==> src/logic/skid_buffer.sv <==
////////////////////////////////////////
// Skid buffer
// Two-entry valid/ready stage for any
// payload type, ready from occupancy only
////////////////////////////////////////

`timescale 1ns/1ps

module skid_buffer #(
  parameter type T = logic
) (
  input  logic clk,
  input  logic rst,

  // Upstream side
  input  logic in_valid_i,
  output logic in_ready_o,
  input  T     in_data_i,

  // Downstream side
  output logic out_valid_o,
  input  logic out_ready_i,
  output T     out_data_o
);

  // Entry storage, no reset needed for payload
  T           entry_q [2];
  logic       wr_ptr_q;
  logic       rd_ptr_q;
  logic [1:0] count_q;
  logic       push;
  logic       pop;

  // Second entry catches the beat in flight when ready drops
  assign in_ready_o  = (count_q != 2'd2);
  assign out_valid_o = (count_q != 2'd0);
  assign out_data_o  = entry_q[rd_ptr_q];

  assign push = in_valid_i & in_ready_o;
  assign pop  = out_valid_o & out_ready_i;

  // Pointers and occupancy
  always_ff @(posedge clk or negedge rst) begin
    if (!rst) begin
      wr_ptr_q <= 1'b0;
      rd_ptr_q <= 1'b0;
      count_q  <= 2'd0;
    end else begin
      if (push) wr_ptr_q <= ~wr_ptr_q;
      if (pop) rd_ptr_q <= ~rd_ptr_q;
      count_q <= count_q + {1'b0, push} - {1'b0, pop};
    end
  end

  always_ff @(posedge clk) begin
    if (push) entry_q[wr_ptr_q] <= in_data_i;
  end

  // Stalled output must hold its payload
  a_hold_stable : assert property (@(posedge clk) disable iff (!rst)
    out_valid_o && !out_ready_i |=> out_valid_o && $stable(out_data_o));

endmodule

==> config.mk <==
export PLATFORM = sky130hd
export DESIGN_NAME = skid_buffer
export DESIGN_NICKNAME = d
export VERILOG_FILES = /design/src/logic/skid_buffer.sv
export SDC_FILE = /design/constraint.sdc
export NUM_CORES = 1
export LEC_CHECK = 0
export BUFFER_PORTS_ARGS = -buffer_cell sky130_fd_sc_hd__buf_2
export CORE_AREA = 2 2 39 41
export CTS_CLUSTER_DIAMETER = 200
export CTS_CLUSTER_SIZE = 16
export DETAILED_ROUTE_END_ITERATION = 10
export DIE_AREA = 0 0 41 43
export PLACE_DENSITY = 0.47
export SETUP_SLACK_MARGIN = 0.05
export SLEW_MARGIN = 20
export SYNTH_ARGS = -nofsm -noshare
export SYNTH_HDL_FRONTEND = slang
export SYNTH_SLANG_ARGS = --single-unit
==> constraint.sdc <==
create_clock -name clk -period 2.1 [get_ports clk]
set_input_delay 0.42 -clock clk [delete_from_list [all_inputs] [get_ports clk]]
set_output_delay 0.42 -clock clk [all_outputs]
set_load 0.005 [all_outputs]
# After elaboration in Yosys (flattened, before gate mapping)
# Memory sizes are Yosys's and may differ from the RTL's.
# Cells that the tools add are included.
[word_totals]
reg_bits = 4
ramBits = 2
output_inout_bits = 3
elab_cells = 14
memories = 1
[classes]
n_addsub = 2
eq_ne = 1
muxes = 2
bitwise_logic = 4
n_reduce_logical = 1
[mem_list]
columns = ["memory", "depth", "width", "rd", "rd_clocked_by_memory_dff", "wr", "line_no", "text"]
rows = [
  ["entry_q", 2, 1, 1, 0, 1, "27", "T entry_q [2];"],
]
[ops]
columns = ["cell", "count"]
rows = [
  ["adder 2 x 1 -> 2 bit", 1],
  ["AND 1 bit", 2],
  ["two-way mux 1 bit", 2],
  ["!= test 2 bit, second input constant", 1],
  ["NOT 1 bit", 2],
  ["nonzero test 2 bit", 1],
  ["subtractor 2 x 1 -> 2 bit", 1],
]

# Depth between registers and ports, before layout
[logic_depth]
depth_word = 4
ltp_mapped = 7
ltp_nobuf = 7

# Worst setup path after synthesis
# Ideal clock, no wire load.
[synth_path]
kind = "reg2reg"
from = "register count_q[1]"
to = "register count_q[1]"
setup_time_ns = 0.123
arrival_ns = 1.503
required_time_ns = 1.977
slack_ns = 0.475
path_stages_with_launch = 8
n_path_buf = 0
period_less_slack_ns = 1.625
path_cell_list = "dfrtp_1 > or2_1 > and2_4 > ha_1 > inv_1 > ha_1 > xnor2_1 > xnor2_1"
[synth_via]
elab_cells_between_ends = 6
classes_between = "add/sub (2); eq/ne (1); bitwise (2); reduce/logical (1)"
[synth_lines]
columns = ["element", "line_no", "text"]
rows = [
  ["start: declaration", "30", "logic [1:0] count_q;"],
  ["start signal: assignment", "51", "count_q <= count_q + {1'b0, push} - {1'b0, pop};"],
  ["nonzero test 2 bit", "36", "assign out_valid_o = (count_q != 2'd0);"],
  ["named net out_valid_o", "21", "output logic out_valid_o,"],
  ["AND 1 bit", "40", "assign pop = out_valid_o & out_ready_i;"],
  ["named net pop", "32", "logic pop;"],
  ["subtractor 2 x 1 -> 2 bit", "51", ""],
]
# The timed path passes the listed nets, and every way through them passes these cells.
# A chain may end at the register's enable or synchronous reset.

# Final worst setup path
[layout_path]
from = "register count_q[1]"
to = "register count_q[1]"
[layout_via]
elab_cells_between_ends = 6
classes_between = "add/sub (2); eq/ne (1); bitwise (2); reduce/logical (1)"
[layout_lines]
columns = ["element", "line_no"]
rows = [
  ["nonzero test 2 bit", "36"],
  ["AND 1 bit", "40"],
  ["named net pop", "32"],
  ["subtractor 2 x 1 -> 2 bit", "51"],
]
# The timed path passes the listed nets, and every way through them passes these cells.

==> metrics <==
CTS Sinks=6; highest clock rate=0.594 GHz; Max Transition Viols Final=0; GRT Overall Usage=0.0728; Inst Count DP=43; Synth cell types=13; Mapped Avg Cell Area=13.5 um^2; final setup skew=3.71 ps; largest net degree at the start of global routing=5; number of detailed-route iterations in the first pass=2; Hold EP=entry_q[0]; Yosys reg bits=6; sequential share of the synthesized area=0.593; die area=0.00176 mm^2; htree depth=1; DR iter-0 viols=1; via-per-instance ratio=3.62; Final Setup Violations=0; WL final=465 um; placed inst area=325 um^2; yosys warns=0; Rows=14; Initial Util=0.195; Crit Reg-Reg Endpoint=count_q[1]; Design Area, Final=358 um^2; Final Hold Viols=0; cts hold-fix bufs=1; outcome=completed; Die W=41 um; flop-to-flop setup slack=420 ps; CP Launch Type=flop; Reg clk slew, reported paths=50 ps; nets=40; Longest Clk Path Bufs=2; hold path start=in_data_i; Tcrit/Tclk final=0.802; CTS resizes=0; share of cells above drive strength 1=0.387; vias in the first global route=201; Vert. Die Dim=43 um; clock latency on the worst-skew pair=240 ps; synthesis-to-finish area growth=32.4%; crit path from=count_q[1]; fin worst setup slack=416 ps; Finished Layout Cells=47; initial antenna violation count=0; Syn Inst Count=20; post-route setup TNS=0 ps; via count=170; Slew headroom=0.889; Post-DRT Antenna Nets=0; Worst R2R Path Depth=7; worst vdd rail ir drop=0.514 mV; grt total ovfl=0; most frequent cells in the layout=buf_2, dfrtp_1, xnor2_1, clkbuf_4; Post-Place Setup Slack=412 ps; Critical Path End Type=flop; total nets after synthesis=27; Max Cap Viol=0; RSZ-0062 raised after global routing=no; Syn Std Cell Area=270 um^2; Util after Layout=0.259; Root Buffer=clkbuf_4; fill cell count=150; Post-CTS Setup Inserts=0; # DRC=0; CP Data Arrival Time=1850 ps; global-route wire length before repair=765 um; Hold Path Class=input pin to flop; Worst EP required=2260 ps; worst slew pin tran=165 ps; IO Port Bufs=7; Setup CP Type=flop to flop; cts bufs inserted=3; leak pwr=0.164 nW; PwrDens=1430 mW/mm^2; Final min period=1680 ps; DR WL/cell=9.89 um; reg2reg start=count_q[1]; Core Area=0.00138 mm^2; # IOs=8; commonest non-fill, non-tap cell in the layout=buf_2; hold path cells=1; critical path peak fanout=3; GPL Wtd Cong=0.656; antenna fix cells=0; CTS tree=yes
final cells by class:
type                    instances  area (um^2)  area share
repair buffers                  8         45.0       0.126
clock buffers                   3         22.5      0.0629
flip-flops and latches          6          160       0.448
inverters                       1         3.75      0.0105
well taps                      16         20.0      0.0559
multi-input cells              13          106       0.297
cells by family after synthesis:
| kind of cell | Yosys count | share of synthesized area |
|---|---|---|
| and+or+nand+nor | 6 | 0.130 |
| DFF | 6 | 0.593 |
| xor gates and xnor gates | 4 | 0.130 |
| adders and majority gates | 2 | 0.0926 |
| buffers and inverters | 1 | 0.0139 |
| muxes | 1 | 0.0417 |
power by group:
group          internal, mW  leakage (nW)  total (mW)  switching, mW
Combinational         0.113        0.0849       0.198         0.0846
Sequential            0.176        0.0652       0.210         0.0340
Clock                0.0645        0.0138       0.103         0.0389
Total                 0.354         0.164       0.511          0.157
layer usage:
layer | vias to the layer above | part of all wire | track usage
met5 | - | 0 | 0
met4 | 0 | 0 | 0.0800
met3 | 0 | 0.092 | 0.0366
met2 | 7 | 0.45 | 0.0875
met1 | 75 | 0.46 | 0.0822
li1 | 88 | - | -
critical path: stages, from the launching register on:
cell and delay [ps]:
dfrtp_1 390, or2_1 250, and2_4 170, ha_1 270, inv_1 40, ha_1 180
xnor2_1 170, xnor2_1 140
metrics by stage:
step	hold slack (ps)	power, mW
4_1_cts	370	0.526
6_report	376	0.511
3_3_place_gp	229	0.397
5_1_grt	367	0.567
3_5_place_dp	231	0.414
2_1_floorplan	124	0.349
cell usage after synthesis, drive strengths merged:
cell / count / area, um^2
inv: 1 / 3.75
dfrtp: 4 / 100
nand2: 1 / 3.75
nor2: 1 / 3.75
mux2: 1 / 11.3
or2: 1 / 6.26
edfxtp: 2 / 60.1
nand2b: 1 / 6.26
xor2: 1 / 8.76
ha: 2 / 25.0
and3: 1 / 6.26
and2: 1 / 8.76
xnor2: 3 / 26.3
worst max-delay path by stage:
stage,endpoint,slack (ps),depth (start not counted)
after floorplan,count_q[1],470,7
after global placement,count_q[1],470,7
after detailed placement,count_q[1],410,7
after CTS,count_q[1],390,7
after global routing,count_q[1],300,7
final,count_q[1],420,7
state kept, by name, indices dropped and copies added (netlist names):
name,flops
wr_ptr_q,1
entry_q,2
rd_ptr_q,1
count_q,2
Power figures use the tool's default switching activity.
