### src/logic/spram_bridge_settings.svh
////////////////////////////////////////
// SPRAM bridge build settings
// Data path, byte address and RAM depth
// shared by the package and the RTL
////////////////////////////////////////

`ifndef SPRAM_BRIDGE_SETTINGS_SVH
`define SPRAM_BRIDGE_SETTINGS_SVH

////////////////////////////////////////
// Widths
////////////////////////////////////////

// Data path, one 64-bit word per beat
`define SB_XLEN 64

// Byte address width on the core side
`define SB_PLEN 32

// RAM depth in words, power of two
`define SB_RAM_WORDS 256

`endif

### src/logic/biu_bridge_pkg.sv
////////////////////////////////////////
// BIU bridge types
// Burst and size codes plus the packed
// payloads that move between stages
////////////////////////////////////////

`include "spram_bridge_settings.svh"

package biu_bridge_pkg;

  // Burst codes in AHB order
  typedef enum logic [2:0] {
    BURST_SINGLE = 3'd0,
    BURST_INCR   = 3'd1,
    BURST_WRAP4  = 3'd2,
    BURST_INCR4  = 3'd3,
    BURST_WRAP8  = 3'd4,
    BURST_INCR8  = 3'd5,
    BURST_WRAP16 = 3'd6,
    BURST_INCR16 = 3'd7
  } biu_burst_e;

  // Transfer size, codes 4..7 illegal on a 64-bit path
  typedef enum logic [2:0] {
    SIZE_BYTE  = 3'd0,
    SIZE_HALF  = 3'd1,
    SIZE_WORD  = 3'd2,
    SIZE_DWORD = 3'd3
  } biu_size_e;

  ////////////////////////////////////////
  // Channel payloads
  ////////////////////////////////////////

  // Request from the core
  typedef struct packed {
    logic [`SB_PLEN-1:0] addr;
    biu_size_e           size;
    biu_burst_e          burst;
    logic                we;
  } biu_req_t;

  // One word of write data
  typedef struct packed {
    logic [`SB_XLEN-1:0] data;
  } biu_wdata_t;

  // Decoded command, wrap_mask keeps the bits above the wrap block
  typedef struct packed {
    biu_req_t            req;
    logic [3:0]          beats_m1;
    logic [`SB_PLEN-1:0] wrap_mask;
    logic                err;
  } biu_cmd_t;

  // One RAM beat
  typedef struct packed {
    logic [`SB_PLEN-1:0]   addr;
    logic                  we;
    logic [`SB_XLEN/8-1:0] be;
    logic [`SB_XLEN-1:0]   wdata;
    logic                  err;
    logic                  last;
  } biu_beat_t;

  // One response per beat
  typedef struct packed {
    logic [`SB_PLEN-1:0] addr;
    logic [`SB_XLEN-1:0] rdata;
    logic                we;
    logic                err;
    logic                last;
  } biu_rsp_t;

endpackage

### src/logic/burst_addr_gen.sv
////////////////////////////////////////
// Burst address generator
// Second stage: expands a command into
// beats and joins write data per beat
////////////////////////////////////////

`timescale 1ns/1ps
`include "spram_bridge_settings.svh"

module burst_addr_gen (
  input  logic                       clk,
  input  logic                       rst,

  // Decoded command
  input  logic                       cmd_valid_i,
  output logic                       cmd_ready_o,
  input  biu_bridge_pkg::biu_cmd_t   cmd_i,

  // Write data, one word per write beat
  input  logic                       wd_valid_i,
  output logic                       wd_ready_o,
  input  biu_bridge_pkg::biu_wdata_t wd_i,

  // Beats to the RAM stage
  output logic                       beat_valid_o,
  input  logic                       beat_ready_i,
  output biu_bridge_pkg::biu_beat_t  beat_o
);

  biu_bridge_pkg::biu_cmd_t cmd_q;
  logic [`SB_PLEN-1:0]      addr_q;
  logic [3:0]               cnt_q;
  logic                     busy_q;
  logic                     need_wd;
  logic                     cmd_fire;
  logic                     beat_fire;

  ////////////////////////////////////////
  // Helpers
  ////////////////////////////////////////

  // Align down to 8 bytes, step one word, then fold into the wrap block
  function automatic logic [`SB_PLEN-1:0] next_addr(input logic [`SB_PLEN-1:0] addr,
                                                    input logic [`SB_PLEN-1:0] keep);
    logic [`SB_PLEN-1:0] lin;
    lin = {addr[`SB_PLEN-1:3] + 1'b1, 3'b000};
    return (addr & keep) | (lin & ~keep);
  endfunction

  // Lanes by size, starting at the aligned lane
  function automatic logic [`SB_XLEN/8-1:0] byte_en(input biu_bridge_pkg::biu_size_e size,
                                                    input logic [2:0] lo);
    case (size)
      biu_bridge_pkg::SIZE_BYTE: return 8'h01 << lo;
      biu_bridge_pkg::SIZE_HALF: return 8'h03 << {lo[2:1], 1'b0};
      biu_bridge_pkg::SIZE_WORD: return 8'h0f << {lo[2], 2'b00};
      default:                   return 8'hff;
    endcase
  endfunction

  ////////////////////////////////////////
  // Handshakes
  ////////////////////////////////////////

  // Error beats never take write data
  assign need_wd = cmd_q.req.we & ~cmd_q.err;

  // New command only once the last beat has left
  assign cmd_ready_o  = ~busy_q;
  assign cmd_fire     = cmd_valid_i & cmd_ready_o;
  assign beat_valid_o = busy_q & (~need_wd | wd_valid_i);
  assign beat_fire    = beat_valid_o & beat_ready_i;
  // Data word moves together with its beat
  assign wd_ready_o   = busy_q & need_wd & beat_ready_i;

  always_comb begin
    beat_o       = '0;
    beat_o.addr  = addr_q;
    beat_o.we    = cmd_q.req.we;
    beat_o.be    = cmd_q.err ? '0 : byte_en(cmd_q.req.size, addr_q[2:0]);
    beat_o.wdata = wd_i.data;
    beat_o.err   = cmd_q.err;
    beat_o.last  = (cnt_q == 4'd0);
  end

  ////////////////////////////////////////
  // Beat counter and address
  ////////////////////////////////////////

  always_ff @(posedge clk or negedge rst) begin
    if (!rst) begin
      busy_q <= 1'b0;
      cnt_q  <= 4'd0;
    end else if (cmd_fire) begin
      busy_q <= 1'b1;
      cnt_q  <= cmd_i.beats_m1;
    end else if (beat_fire) begin
      if (cnt_q == 4'd0) busy_q <= 1'b0;
      else cnt_q <= cnt_q - 4'd1;
    end
  end

  always_ff @(posedge clk) begin
    if (cmd_fire) begin
      cmd_q  <= cmd_i;
      addr_q <= cmd_i.req.addr;
    end else if (beat_fire) begin
      addr_q <= next_addr(addr_q, cmd_q.wrap_mask);
    end
  end

  // Counter steps down by one per beat and never wraps below zero
  a_cnt_step : assert property (@(posedge clk) disable iff (!rst)
    beat_fire && !beat_o.last |=> busy_q && cnt_q == $past(cnt_q) - 4'd1);
  a_last_idle : assert property (@(posedge clk) disable iff (!rst)
    beat_fire && beat_o.last |=> !busy_q);

endmodule

### config.mk
export PLATFORM = sky130hd
export DESIGN_NAME = burst_addr_gen
export DESIGN_NICKNAME = d
export VERILOG_FILES = /design/src/logic/biu_bridge_pkg.sv /design/src/logic/burst_addr_gen.sv
export VERILOG_INCLUDE_DIRS = /design/src /design/src/logic
export SDC_FILE = /design/constraint.sdc
export NUM_CORES = 1
export LEC_CHECK = 0
export BUFFER_PORTS_ARGS = -buffer_cell sky130_fd_sc_hd__buf_4
export CAP_MARGIN = 20
export CORE_AREA = 2 2 99 101
export CTS_CLUSTER_DIAMETER = 200
export CTS_CLUSTER_SIZE = 12
export DETAILED_ROUTE_END_ITERATION = 7
export DIE_AREA = 0 0 101 103
export MAX_ROUTING_LAYER = met4
export PLACE_DENSITY = 0.86
export SLEW_MARGIN = 20
export SYNTH_ARGS = -nofsm -noshare
export SYNTH_HDL_FRONTEND = slang
export SYNTH_SLANG_ARGS = --single-unit
### constraint.sdc
create_clock -name clk -period 8.1 [get_ports clk]
set_input_delay 1.62 -clock clk [delete_from_list [all_inputs] [get_ports clk]]
set_output_delay 1.62 -clock clk [all_outputs]
set_load 0.1 [all_outputs]
== Yosys cells after proc, flatten, opt, wreduce, memory -nomap -nowiden ==
Index checks and enable logic that the tools add are counted.

* Logic and storage cells: 45
* RAM bits: 0
* Bits in read-only memories: 0
* Output and inout port bits: 110
* Memories kept: 0
* Latch bits: 0
* Register bits: 74

* $lt $le $gt $ge: 0
* Muxes and demuxes: 10
* Equal/unequal tests: 3
* Reduce and logical (&&, ||, !) cells: 6
* Div/mod/pow operators: 0
* Bitwise logic cells: 14
* Add/subtract/negate cells: 2
* Shift operators: 3
* Multiply operators: 0

{| class="wikitable"
|+ Operators by type and width
! operator !! number
|-
| $and A32 B32 Y32 || 2
|-
| $mux W32 || 2
|-
| $not A32 Y32 || 1
|-
| $or A32 B32 Y32 || 1
|-
| $add A29 B1 Y29 const B || 1
|-
| $pmux W8 S3 || 1
|-
| $mux W4 || 3
|-
| $mux W8 || 1
|-
| $shl A1 B3 Y8 const A || 1
|-
| $shl A2 B3 Y8 const A || 1
|-
| $shl A4 B3 Y8 const A || 1
|-
| $and A1 B1 Y1 || 6
|-
| $logic_not A4 Y1 || 1
|-
| $reduce_and A2 Y1 || 2
|-
| $reduce_bool A2 Y1 || 2
|-
| $sub A4 B1 Y4 const B || 1
|-
| $eq A3 B1 Y1 const B || 1
|-
| $eq A3 B2 Y1 const B || 1
|-
| $logic_not A3 Y1 || 1
|-
| $mux W1 || 3
|-
| $not A1 Y1 || 3
|-
| $ne A2 B1 Y1 const B || 1
|-
| $or A1 B1 Y1 || 1
|}

== Depth between registers and ports, before layout ==
* Depth in word-level cells: 8
* Mapped depth: 7

== Least setup slack after synthesis ==
Ideal clock, no wire load.

* Kind: input to output
* Start: input port beat_ready_i
* End: output port wd_ready_o
* Required time: 6480 ps
* Path slack: 2558 ps
* Arrival time: 3922 ps
* Stages on the path: 2
* Path buffers: 0
* Cells stage by stage: nand2_1 nor3b_1

* Longest elaborated chain between the ends: 1

{| class="wikitable"
|+ Ends and longest elaborated chain
! item !! RTL line !! text
|-
| start: declaration || burst_addr_gen.sv:26 || <nowiki>input logic beat_ready_i,</nowiki>
|-
| $and A1 B1 Y1 || burst_addr_gen.sv:74 || <nowiki>assign wd_ready_o = busy_q & need_wd & beat_ready_i;</nowiki>
|-
| end: declaration || burst_addr_gen.sv:21 || <nowiki>output logic wd_ready_o,</nowiki>
|}

No other way between the ends.

==> metrics.txt <==
status=finished clean; CTS tree=built; number of buffers inserted by hold repair at cts=0; Horiz. Die Dim=101 um; Max-Cap Viols=0; core area=9459 um2; Logic pwr share=approximately 42%; drt wl/cell=between 20 and 25 um; Via Count=3,464; Worst-path clk slew=80 ps; CTS max path bufs=2; DP Wirelength=roughly 9600 um; Post-Synthesis Cells=423; Synth Area in Compound Gates=11.58%; CP max-delay cell=or4b_2; final wirelength=approximately 13,000 um; Vias/cell=5.832; sw frac=a little under half; Max Clk Rate=245.9 MHz; Power Dens Cells=308.4 nW/um2; CP max stage delay=700 ps; ys flop type=edfxtp_1; drc violations=0; WS Path Type=in -> reg; initial antenna violation count=0; setup bufs post-CTS=0; CTS resizes=0; final count of hold timing violations=0; Seq. cell area=approximately 2200 um2; largest family of logic cells by synthesized area=simple AND/OR/NAND/NOR gates; Critical Path Source Type=input port; Final Cycle Share=50.21%; Slew Limit Fails=0; GPL Wtd Cong=0.7802; Worst Clk Skew=7.823 ps; RSZ-0062 raised after global routing=no; setup violators final=0; Data arrival, critical path=4280 ps; Mapped Area=4365 um2; Final Cell Area=5096 um2; Lkg Pwr=1.978 nW; post-synthesis xor/xnor area fraction=3.210%; Slew Limit Headroom=52.18%; DR pass1 iterations=5; Ys Warns=0; IO Pins=255; grt ovf=0; cell taking the most area after synthesis=edfxtp_1; Fillers=just over 800; Post-Synth Simple-Gate Area=between 10% and 20%; Async S/R FF share, synth=between 6 and 7%; die area=10,400 um2; clock sink total=74; Inserted Clock Buffers=9; n_diodes=0; syn avg cell area=10.32 um2; Seq/Total Area, Yosys=about half; Final nets=just over 600; PortBufs=123; Synth top cells by count=edfxtp_1 (69), buf_4 (68), nand2_1 (47); Synth cell types=49; Die Ht=~100 um; worst min-delay path category=reg -> reg; initial core utilization=46.15%; CP Data Required Time=8310 ps; area share of the leading cell type in the synthesized netlist=a little under half; worst vdd ir=0.2306 mV; vias in the first global route=3,319; Area growth, synth to finish=16.74%; CP max FO=59; Cell Chain, Critical Path=buf_4 > nand2b_2 > buf_4 > clkinv_2 > buf_4 > or4b_2 > nand3_1; Internal=850.9 uW; Clk network pwr share=between 20% and 30%; Crit path max-delay family=buffers and inverters; Worst setup EP type=flip-flop; H-tree Lvls=3; layout cell share with drive strength beyond 1=between 30% and 40%; Crit path top cell by count=buf_4; Tmin final=4067 ps; adder-cell share of the synthesized area=less than 1%; drt initial violations=246; ranking of synthesized cells by area=edfxtp_1 (47%), buf_4 (12%), nand2_1 (4.0%); pin count of the biggest net entering global routing=60; cell with the most instances after synthesis=edfxtp_1; sum of buffers and inverters on the critical path=4; multi-input logic area=1558 um2; sequential power share=37.3%; final setup TNS=0 ps; DP Area=4878 um2; Detail Route Antenna Nets=0; NetSw=720.7 uW; syn nets=570; Worst-Margin Slew=710.7 ps; Root Buffer=clkbuf_8; std cell rows=36; first-pass GRT wire length=roughly 18,000 um; worst skew pair latency=340 ps; #FFs+latches synth=74; Post-synth EDFFs=69; Total GRT Usage=23.95%; post-synthesis mux area share=less than 1%
[final cells by class]
type,count,share of cell area [%]
inverters,11,0.8348
flip-flops and latches,74,43.11
well taps,114,2.799
multi-input cells,254,30.57
clock inverters,7,1.841
repair buffers,125,18.41
clock buffers,9,2.431
[power groups by stage]
| stage | Clock, mW | Combinational [mW] | Sequential [mW] |
|---|---|---|---|
| floorplan | 0 | 0.432 | 0.814 |
| global placement | 0 | 0.650 | 0.585 |
| detailed placement | 0 | 0.668 | 0.592 |
| CTS | 0.322 | 0.669 | 0.584 |
| global route | 0.338 | 0.705 | 0.597 |
| finish | 0.319 | 0.667 | 0.586 |
[worst register-to-register path, cell delays in order (launching register included)]
cell and delay [ps]:
dfrtp_1 380, nand2b_2 120, buf_4 410, clkinv_2 700
buf_4 570, or4b_2 730, nand3_1 80
[path summary, 6_finish.rpt]
path / from / endpoint / slack, ps / depth (start not counted)
worst min register to register: cmd_q[2]$_DFFE_PP_ / addr_q[1]$_DFFE_PP_ / 540 / 2
max in group asynchronous: rst / cnt_q[3]$_DFFE_PN0P_ / 6920 / 1
worst min-delay path: cmd_q[2]$_DFFE_PP_ / addr_q[1]$_DFFE_PP_ / 540 / 2
worst max register to register: busy_q$_DFFE_PN0P_ / flip-flop / 4980 / 6
min in group asynchronous: rst / cnt_q[0]$_DFFE_PN0P_ / 1060 / 1
worst max-delay path: cmd_valid_i / flip-flop / 4030 / 7
[placed cells by master (no fill, tap or decap), drive strengths merged, types with 4 or more instances in the layout]
cell,Yosys,routed
nor4,9,9
o31ai,14,14
clkbuf,11,9
dfrtp,5,5
a21oi,13,13
xnor2,13,13
clkinv,1,4
nand3,17,17
o21ai,32,32
nand2,47,47
edfxtp,69,69
nor2,21,21
nand3b,8,8
nor3b,6,6
inv,10,10
nand4,11,11
and3,5,5
buf,73,125
nor3,17,17
[cells by family after synthesis]
| group | Yosys count |
|---|---|
| AOI/OAI and AO/OA | 79 |
| xor gates and xnor gates | 16 |
| adders and majority gates | 2 |
| buffers and inverters | 95 |
| DFF | 74 |
| muxes | 3 |
| and+or+nand+nor | 154 |
[metrics by stage]
step	util (%)	power, mW	worst slack (ps)	cells	hold WS (ps)
after floorplan	-	1.246	2558	423	511.3
after global placement	51.57	1.236	3760	578	516.8
after detailed placement	51.57	1.260	3675	578	524.2
after CTS	53.88	1.575	4048	594	546.2
after global routing	53.88	1.640	3840	594	582.7
final	53.88	1.572	4033	594	543.4
[layer usage]
metal  GRT usage [%]  vias up  routed length (um)
li1                -     1585                   -
met1           25.12     1648                4304
met2           39.03      209                6345
met3           13.08       22                1809
met4           7.277        0                 235
met5               -        -                   0
(Power assumes the default switching activity.)
