<file path="src/logic/spram_bridge_settings.svh">
////////////////////////////////////////
// SPRAM bridge build settings
// Data path, byte address and RAM depth
// shared by the package and the RTL
////////////////////////////////////////

`ifndef SPRAM_BRIDGE_SETTINGS_SVH
`define SPRAM_BRIDGE_SETTINGS_SVH

////////////////////////////////////////
// Widths
////////////////////////////////////////

// Data path, one 64-bit word per beat
`define SB_XLEN 64

// Byte address width on the core side
`define SB_PLEN 32

// RAM depth in words, power of two
`define SB_RAM_WORDS 256

`endif

</file>
<file path="src/logic/biu_bridge_pkg.sv">
////////////////////////////////////////
// BIU bridge types
// Burst and size codes plus the packed
// payloads that move between stages
////////////////////////////////////////

`include "spram_bridge_settings.svh"

package biu_bridge_pkg;

  // Burst codes in AHB order
  typedef enum logic [2:0] {
    BURST_SINGLE = 3'd0,
    BURST_INCR   = 3'd1,
    BURST_WRAP4  = 3'd2,
    BURST_INCR4  = 3'd3,
    BURST_WRAP8  = 3'd4,
    BURST_INCR8  = 3'd5,
    BURST_WRAP16 = 3'd6,
    BURST_INCR16 = 3'd7
  } biu_burst_e;

  // Transfer size, codes 4..7 illegal on a 64-bit path
  typedef enum logic [2:0] {
    SIZE_BYTE  = 3'd0,
    SIZE_HALF  = 3'd1,
    SIZE_WORD  = 3'd2,
    SIZE_DWORD = 3'd3
  } biu_size_e;

  ////////////////////////////////////////
  // Channel payloads
  ////////////////////////////////////////

  // Request from the core
  typedef struct packed {
    logic [`SB_PLEN-1:0] addr;
    biu_size_e           size;
    biu_burst_e          burst;
    logic                we;
  } biu_req_t;

  // One word of write data
  typedef struct packed {
    logic [`SB_XLEN-1:0] data;
  } biu_wdata_t;

  // Decoded command, wrap_mask keeps the bits above the wrap block
  typedef struct packed {
    biu_req_t            req;
    logic [3:0]          beats_m1;
    logic [`SB_PLEN-1:0] wrap_mask;
    logic                err;
  } biu_cmd_t;

  // One RAM beat
  typedef struct packed {
    logic [`SB_PLEN-1:0]   addr;
    logic                  we;
    logic [`SB_XLEN/8-1:0] be;
    logic [`SB_XLEN-1:0]   wdata;
    logic                  err;
    logic                  last;
  } biu_beat_t;

  // One response per beat
  typedef struct packed {
    logic [`SB_PLEN-1:0] addr;
    logic [`SB_XLEN-1:0] rdata;
    logic                we;
    logic                err;
    logic                last;
  } biu_rsp_t;

endpackage

</file>
<file path="src/logic/biu_cmd_decode.sv">
////////////////////////////////////////
// BIU command decode
// First stage: size check, beat count,
// wrap mask and error flag per request
////////////////////////////////////////

`timescale 1ns/1ps
`include "spram_bridge_settings.svh"

module biu_cmd_decode (
  input  logic                     clk,
  input  logic                     rst,

  // Request in
  input  logic                     req_valid_i,
  output logic                     req_ready_o,
  input  biu_bridge_pkg::biu_req_t req_i,

  // Decoded command out
  output logic                     cmd_valid_o,
  input  logic                     cmd_ready_i,
  output biu_bridge_pkg::biu_cmd_t cmd_o
);

  ////////////////////////////////////////
  // Decode
  ////////////////////////////////////////

  biu_bridge_pkg::biu_cmd_t cmd_d;
  logic                     req_fire;
  logic                     is_wrap;

  // Burst code to beats minus one
  function automatic logic [3:0] burst_beats_m1(input biu_bridge_pkg::biu_burst_e burst);
    case (burst)
      biu_bridge_pkg::BURST_WRAP4,
      biu_bridge_pkg::BURST_INCR4:  return 4'd3;
      biu_bridge_pkg::BURST_WRAP8,
      biu_bridge_pkg::BURST_INCR8:  return 4'd7;
      biu_bridge_pkg::BURST_WRAP16,
      biu_bridge_pkg::BURST_INCR16: return 4'd15;
      // SINGLE, and INCR of undefined length
      default:                      return 4'd0;
    endcase
  endfunction

  assign is_wrap = (req_i.burst == biu_bridge_pkg::BURST_WRAP4) ||
                   (req_i.burst == biu_bridge_pkg::BURST_WRAP8) ||
                   (req_i.burst == biu_bridge_pkg::BURST_WRAP16);

  always_comb begin
    cmd_d          = '0;
    cmd_d.req      = req_i;
    // Wider than a doubleword does not fit the data path
    cmd_d.err      = (req_i.size > biu_bridge_pkg::SIZE_DWORD);
    cmd_d.beats_m1 = burst_beats_m1(req_i.burst);
    // Block is beats x 8 bytes, keep everything above it
    if (is_wrap) begin
      cmd_d.wrap_mask = {{(`SB_PLEN-7){1'b1}}, ~{cmd_d.beats_m1, 3'b111}};
    end
    // Error collapses to one beat, no wrapping
    if (cmd_d.err) begin
      cmd_d.beats_m1  = 4'd0;
      cmd_d.wrap_mask = '0;
    end
  end

  ////////////////////////////////////////
  // Output register
  ////////////////////////////////////////

  // Free slot, or the held command leaves this cycle
  assign req_ready_o = ~cmd_valid_o | cmd_ready_i;
  assign req_fire    = req_valid_i & req_ready_o;

  always_ff @(posedge clk or negedge rst) begin
    if (!rst) begin
      cmd_valid_o <= 1'b0;
    end else if (req_fire) begin
      cmd_valid_o <= 1'b1;
    end else if (cmd_ready_i) begin
      cmd_valid_o <= 1'b0;
    end
  end

  always_ff @(posedge clk) begin
    if (req_fire) cmd_o <= cmd_d;
  end

endmodule

</file>
<file path="config.mk">
export PLATFORM = sky130hd
export DESIGN_NAME = biu_cmd_decode
export DESIGN_NICKNAME = d
export VERILOG_FILES = /design/src/logic/biu_bridge_pkg.sv /design/src/logic/biu_cmd_decode.sv
export VERILOG_INCLUDE_DIRS = /design/src /design/src/logic
export SDC_FILE = /design/constraint.sdc
export NUM_CORES = 1
export LEC_CHECK = 0
export BUFFER_PORTS_ARGS = -buffer_cell sky130_fd_sc_hd__buf_2
export CAP_MARGIN = 20
export CORE_ASPECT_RATIO = 0.6
export CORE_MARGIN = 2
export CORE_UTILIZATION = 43
export CTS_CLUSTER_SIZE = 24
export DETAILED_ROUTE_END_ITERATION = 10
export PLACE_DENSITY = 0.83
export SYNTH_ARGS = -nofsm -noshare
export SYNTH_HDL_FRONTEND = slang
export SYNTH_SLANG_ARGS = --single-unit
</file>
<file path="constraint.sdc">
create_clock -name clk -period 5.8 [get_ports clk]
set_clock_uncertainty 0.05 [all_clocks]
set_input_delay 0.29 -clock clk [delete_from_list [all_inputs] [get_ports clk]]
set_output_delay 0.29 -clock clk [all_outputs]
set_load 0.005 [all_outputs]
</file>
==> Yosys cells after proc, flatten, opt, wreduce, memory -nomap -nowiden <==
Index checks and enable logic that the tools add are counted.
{ "op_classes": {"reduce_logical": 7, "magnitude_cmp": 1, "bitwise_logic": 5, "eq_ne": 6, "mux": 4} }
{ "op_table": {"columns": ["cell", "count"], "rows": [
  ["$mux W32", 1],
  ["$eq A3 B3 Y1 const B", 4],
  ["$pmux W4 S3", 1],
  ["$reduce_or A2 Y1", 4],
  ["$not A7 Y7", 1],
  ["$eq A3 B2 Y1 const B", 2],
  ["$gt A3 B2 Y1 const B", 1],
  ["$logic_or A1 B1 Y1", 2],
  ["$mux W1", 2],
  ["$not A1 Y1", 2],
  ["$reduce_bool A2 Y1", 1],
  ["$and A1 B1 Y1", 1],
  ["$or A1 B1 Y1", 1]
]} }
{ "word_totals": {"register_bits": 77, "word_cells": 32, "in_bits": 43, "out_inout_bits": 78} }

==> Logic depth before layout (Yosys ltp) <==
Gate-level depths: netlist (run 1).
{ "depth": {"word_depth": 5, "mapped_depth": 2, "mapped_depth_nobuf": 2} }

==> Worst setup path before layout (run 1) <==
OpenSTA, ideal clock, no wires.
{ "synth_timing": {"path_kind": "reg-to-reg", "from": "register cmd_valid_o", "to": "register cmd_o[0] in the netlist's numbering, enable pin", "period_less_slack_ps": 2106, "slack_ps": 3694, "setup_time_ps": 409, "arrival_ps": 1647, "stages_incl_launch_ff": 3, "n_path_buf": 0, "required_ps": 5341, "cell_sequence": "dfrtp_1 -> nand2b_1 -> and2_1"} }
{ "synth_via": {"elab_chain_cells": 3} }
{ "synth_rtl": {"columns": ["element", "line", "text"], "rows": [
  ["start, declared", "biu_cmd_decode.sv:20", "output logic cmd_valid_o,"],
  ["start signal, assigned", "biu_cmd_decode.sv:78", "cmd_valid_o <= 1'b0;"],
  ["start signal, assigned", "biu_cmd_decode.sv:80", "cmd_valid_o <= 1'b1;"],
  ["start signal, assigned", "biu_cmd_decode.sv:82", "cmd_valid_o <= 1'b0;"],
  ["$not A1 Y1", "biu_cmd_decode.sv:73", "assign req_ready_o = ~cmd_valid_o | cmd_ready_i;"],
  ["$or A1 B1 Y1", "biu_cmd_decode.sv:73", null],
  ["named net req_ready_o", "biu_cmd_decode.sv:16", "output logic req_ready_o,"],
  ["$and A1 B1 Y1", "biu_cmd_decode.sv:74", "assign req_fire = req_valid_i & req_ready_o;"],
  ["named net req_fire", "biu_cmd_decode.sv:30", "logic req_fire;"],
  ["end signal, assigned", "biu_cmd_decode.sv:87", "if (req_fire) cmd_o <= cmd_d;"],
  ["end, declared", "biu_cmd_decode.sv:22", "output biu_bridge_pkg::biu_cmd_t cmd_o"]
]} }
The timed path passes the listed nets, and every way through them passes these cells.
A chain may end at the register's enable or synchronous reset.

==> Final worst setup path (run 1) <==
{ "layout_timing": {"from": "register cmd_valid_o", "to": "register cmd_o[56] in the netlist's numbering, enable pin"} }
{ "layout_via": {"elab_chain_cells": 3} }
{ "layout_rtl": {"columns": ["element", "line"], "rows": [
  ["$not A1 Y1", "biu_cmd_decode.sv:73"],
  ["$or A1 B1 Y1", "biu_cmd_decode.sv:73"],
  ["$and A1 B1 Y1", "biu_cmd_decode.sv:74"],
  ["named net req_fire", "biu_cmd_decode.sv:30"]
]} }
The timed path passes the listed nets, and every way through them passes these cells.

==> impl_results.md, run 1 <==
* Status: complete, no violations
* Slew of the pin with the lowest slew margin at between 1 and 1.5 ns
* Internal power at 0.000518 W
* Clock power frac at 27.9%
* Die area at 4580 sq um
* Static Leak at approximately 1.0 nW
* Most frequent cells in the layout: buf_2 (117), edfxtp_1 (47), clkbuf_8 (5), conb_1 (4)
* DR DRC count at 0
* ANT nets after route at 0
* Row count at 17
* Fmax at 559 MHz
* Final net count at 231
* # Post-CTS Setup Buffers at 0
* Syn. warnings at 0
* Leading area contributor after synthesis: edfxtp_1
* Comb pwr share at 9.2%
* CORE AREA at 3760 sq um
* CTS max path bufs at 2
* First-pass GRT wire length at about 4300 microns
* Ranking of synthesized cells by area: edfxtp_1 (81%), buf_4 (13%), dfrtp_1 (1.4%), and2_1 (0.72%), nand2b_1 (0.72%)
* Total gr overflow at 0
* Initial antenna violation count at 0
* Sw Pwr at 0.000133 W
* Worst Path Arrival at 1.65 ns
* Post-DP HPWL at roughly 2400 microns
* Initial drt markers at 9
* GRT Total Usage at about an eighth
* Fin crit period at 1.79 ns
* Placed inst area at about 2200 sq um
* Clk root buf: clkbuf_8
* Most common cell after layout, fill and taps aside: buf_2
* Final Slew Violations at 0
* Peak VDD IR at roughly 98 uV
* Register bit count reported by yosys at 48
* Clk sinks at 48
* Setup TNS Final at 0 ns
* Area delta synth->final at 30.5%
* Crit-path max FO at 47
* Vias in the first global route at 862
* Layout cells sized above 1 at between 60% and 70%
* Tightest Hold Check Type: in -> reg
* Ports at 121
* Width of the chip at 86.0 microns
* Worst Setup Path Type: reg -> reg
* Final worst slack at 4.01 ns
* Number of distinct library cells after synthesis at 13
* Vias at 994
* Port Buf Inserts at about 120
* # H-tree levels at 2
* Unrepaired setup endpoints after global routing: no
* PwrDens at 287 nW/um^2
* Area fraction of the dominant cell type after synthesis at about four fifths
* Sequential Area at 1440 sq um
* Multi-input gate area at 90.1 sq um
* Crit-path cells: nand2b_1 > and2_2
* Sequential Power Share at 62.9%
* Fin crit share at 30.8%
* TritonCTS clock tree: yes
* Final hold violation count at 0
* GPL Wtd Cong at 0.671
* Avg Cell Area, Syn at around 19 sq um
* Setup-failing EPs final at 0
* Clk slew on worst S/H paths at ~0.080 ns
* Slowest cell on crit path: and2_2
* Fillers at 301
* Vias per cell at 4.21
* Diodes inserted at 0
* Maxcap violations at 0
* Rel. slew slack at 31.3%
* Final instance area at roughly 2300 sq um
* Sw frac at 20.5%
* Initial Util at 46.1%
* Clk_lat worst skew at 0.29 ns
* DR pass1 iterations at 4
* CTS buffer count at 5
* Synthesized instance count at 90
* Crit-path max cell delay at ~0.85 ns
* Pin count of the biggest net entering global routing at 48
* Critical path required time at ~5.7 ns
* Tot Pwr at 0.000651 W
* Capturing element type of the critical path: flop
* Die boundary height at 53.2 microns
* Pre-CTS WS at 3.99 ns
* Final wirelength at 3140 microns
* WL per Instance at about 13 microns
* Post-synthesis sequential area ratio at between 80 and 90%
* Startpoint Class: flop
* Cell Area, Synth at 1740 sq um
==> logic make-up (layout without fill, tap and decap cells) <==
family	Yosys count	after routing	share of synthesized area (%)
xor+xnor	1	1	0.505
simple gates	10	10	3.75
flops	48	48	82.8
other cells	1	4	0.216
buf+inv	30	126	12.8
==> critical path: cells and delay by family (launching register included) <==
kind,cells,cell delay [ns]
AND/OR/NAND/NOR,2,0.96
flip-flops,1,0.38
==> state kept, by name, indices dropped and copies added (netlist names) <==
name         cells
cmd_o           47
cmd_valid_o      1
==> Yosys cell counts (all sizes together) <==
cell type and number:
and2 2, buf 29, clkbuf 1, conb 1
dfrtp 1, edfxtp 47, nand2b 2, nor2 2
nor2b 1, nor3 2, nor4b 1, xnor2 1
==> final timing paths <==
check                                              from                      end  slack [ns]  cells past startpoint
worst min register to register  cmd_valid_o$_DFFE_PN0P_  cmd_valid_o$_DFFE_PN0P_        0.51                      2
worst max-delay path            cmd_valid_o$_DFFE_PN0P_      cmd_o[56]$_DFFE_PP_        4.01                      2
max in group asynchronous                           rst  cmd_valid_o$_DFFE_PN0P_        5.36                      2
min in group asynchronous                           rst  cmd_valid_o$_DFFE_PN0P_        0.25                      2
worst min-delay path                           req_i[5]      cmd_o[42]$_DFFE_PP_        0.12                      1
worst max register to register  cmd_valid_o$_DFFE_PN0P_      cmd_o[56]$_DFFE_PP_        4.01                      2
==> layer usage <==
metal / vias up / wire length, microns / global-route usage (%)
met5: - / 0 / 0
met4: 0 / 49 / 7.14
met3: 4 / 343 / 4.52
met2: 48 / 1660 / 24.5
met1: 460 / 1090 / 13.4
li1: 482 / - / -
==> final cells by class <==
| class | instances | area share, % |
|---|---|---|
| Tap cell | 47 | 2.60 |
| Timing Repair Buffer | 118 | 26.3 |
| Sequential cell | 48 | 63.4 |
| Clock inverter | 2 | 0.497 |
| Multi-Input combinational cell | 15 | 3.98 |
| Clock buffer | 6 | 3.20 |
==> stage by stage <==
stage	util, %	hold WS [ns]	cells
floorplan	-	-0.0556	93
global placement	57.7	0.0143	227
global route	60.2	0.101	236
detailed placement	57.7	0.0187	227
CTS	60.2	0.108	236
finish	60.2	0.120	236
==> power by group through the flow <==
stage	sequential (W)	combinational, W	clock (W)
floorplan	0.000422	0.0000270	0
global placement	0.000417	0.0000585	0
detailed placement	0.000418	0.0000603	0
CTS	0.000410	0.0000609	0.000188
global route	0.000412	0.0000663	0.000200
finish	0.000409	0.0000598	0.000182
==> repair_timing <==
item                                   in CTS  in global routing
endpoints found under the hold margin       1                  0
resized for setup                           0                  0
hold buffers                                1                  0
Note: power is estimated with default switching activity, not from simulation.
==> run 2: changes to the inputs <==
Settings changed: CORE_UTILIZATION 43 to 40, PLACE_DENSITY 0.83 to 0.78.
Clock period 5.8 ns to 1.9 ns, I/O delays scaled along.
==> impl_results.md, run 2 (same netlist as run 1, synthesis figures left out) <==
* Final hold violation count at 0 (unchanged)
* Final net count at 269 (+16%)
* Fin crit share at 68.7% (+38 points)
* Final wirelength at 3750 microns (+19%)
* Initial drt markers at 43 (+34)
* PostCTS Resize Cnt at 0 (unchanged)
* Clk root buf: clkbuf_8
* CTS max path bufs at 2 (unchanged)
* Ports at 121 (unchanged)
* WL per Instance at 13.1 microns (-1.5%)
* Tightest Hold Check Type: in -> reg
* Static Leak at 1.17 nW (+16%)
* # H-tree levels at 2 (unchanged)
* PwrDens at 770 nW/um^2 (+170%)
* Die boundary height at 55.0 microns (+3.4%)
* Biggest register: cmd_o
* Clk slew on worst S/H paths at 0.08 ns (about the same)
* Max FFs per register at 47 (unchanged)
* Most frequent cells in the layout: buf_2 (117), edfxtp_1 (47), dlygate4sd3_1 (38), clkbuf_8 (5), conb_1 (4)
* Fin crit period at 1.31 ns (-0.484 ns)
* Capturing element type of the critical path: flop
* Hold Slack at 0.00983 ns (-0.110 ns)
* GRT Total Usage at 15.7% (+2.5 points)
* Clk sinks at 48 (unchanged)
* Width of the chip at 89.0 microns (+3.5%)
* DR pass1 iterations at 4 (unchanged)
* Startpoint Class: flop
* Critical path required time at 1.83 ns (-3.83 ns)
* Total gr overflow at 0 (unchanged)
* Row count at 18 (+1)
* Tot Pwr at 0.00205 W (+220%)
* ANT nets after route at 0 (unchanged)
* Worst Setup Path Type: reg -> reg
* Initial Util at 41.9% (-4.2 points)
* Status: complete, no violations
* Layout cells sized above 1 at 56.2% (-10 points)
* Vias per cell at 3.97 (-5.9%)
* Largest registers: cmd_o: 47 flops, cmd_valid_o: 1 flops
* Area delta synth->final at 53.6%
* Fmax at 766 MHz (+37%)
* CORE AREA at 4140 sq um (+10%)
* Maxcap violations at 0 (unchanged)
* CTS buffer count at 5 (unchanged)
* Setup TNS Final at 0 ns (unchanged)
* Worst Path Arrival at 1.24 ns (-0.41 ns)
* Pin count of the biggest net entering global routing at 48 (unchanged)
* GPL Wtd Cong at 0.666 (-0.75%)
* Unrepaired setup endpoints after global routing: no
* Vias in the first global route at 1116 (+29%)
* Setup-failing EPs final at 0 (unchanged)
* Die area at 4900 sq um (+7.0%)
* DR DRC count at 0 (unchanged)
* First-pass GRT wire length at 5260 microns (+23%)
* TritonCTS clock tree: yes
* Diodes inserted at 0 (unchanged)
* Clk_lat worst skew at 0.29 ns (about the same)
* Port Buf Inserts at 117 (unchanged)
* Peak VDD IR at 684 uV (+600%)
* # Post-CTS Setup Buffers at 0 (unchanged)
* Initial antenna violation count at 0 (unchanged)
* Final Slew Violations at 0 (unchanged)
* Most common cell after layout, fill and taps aside: buf_2
* CTS Hold Bufs at 38 (+37)
* Crit-path max FO at 47 (unchanged)
* Vias at 1134 (+14%)
[run 2: worst paths after layout]
kind | startpoint | slack (ns) | to | cells after the start
setup reg to reg | cmd_valid_o$_DFFE_PN0P_ | 0.59 | cmd_o[53]$_DFFE_PP_ | 3
hold reg to reg | cmd_valid_o$_DFFE_PN0P_ | 0.50 | cmd_valid_o$_DFFE_PN0P_ | 2
hold / removal | req_i[2] | 0.01 | cmd_o[39]$_DFFE_PP_ | 1
setup / recovery | cmd_valid_o$_DFFE_PN0P_ | 0.59 | cmd_o[53]$_DFFE_PP_ | 3
min in group asynchronous | rst | 0.05 | cmd_valid_o$_DFFE_PN0P_ | 2
max in group asynchronous | rst | 1.67 | cmd_valid_o$_DFFE_PN0P_ | 2
[run 2: report_power, final]
part	leakage [nW]	internal, W	switching, W
sequential	0.460	0.00123	0.0000179
clock	0.0410	0.000250	0.000301
combinational	0.672	0.000148	0.000104
[run 2: per-stage QoR]
step	cell area (sq um)	util (%)	setup WS (ns)	cells
6_report	2670	64.3	0.595	286
4_1_cts	2670	64.3	0.587	286
3_3_place_gp	2210	53.3	0.661	241
5_1_grt	2670	64.3	0.434	286
2_1_floorplan	1750	-	0.297	93
3_5_place_dp	2210	53.3	0.625	241
[run 2: critical path, cell delays in order, from the launching register on]
cell,delay [ns]
dfrtp_1,0.39
nand2b_1,0.11
and2_2,0.18
buf_12,0.25
[run 2: layer usage]
layer / track usage [%] / wire length, microns
met1: 14.5 / 1380
met5: 0 / 0
met2: 30.8 / 1990
met4: 6.22 / 59
met3: 7.12 / 322
[run 2: area by class of cell]
type	count	area, sq um
multi-input combinational	15	90.1
tap	60	75.1
fill	304	1480
clock inverter	1	5.00
clock buffer	6	72.6
sequential	48	1440
timing repair buffer	156	986
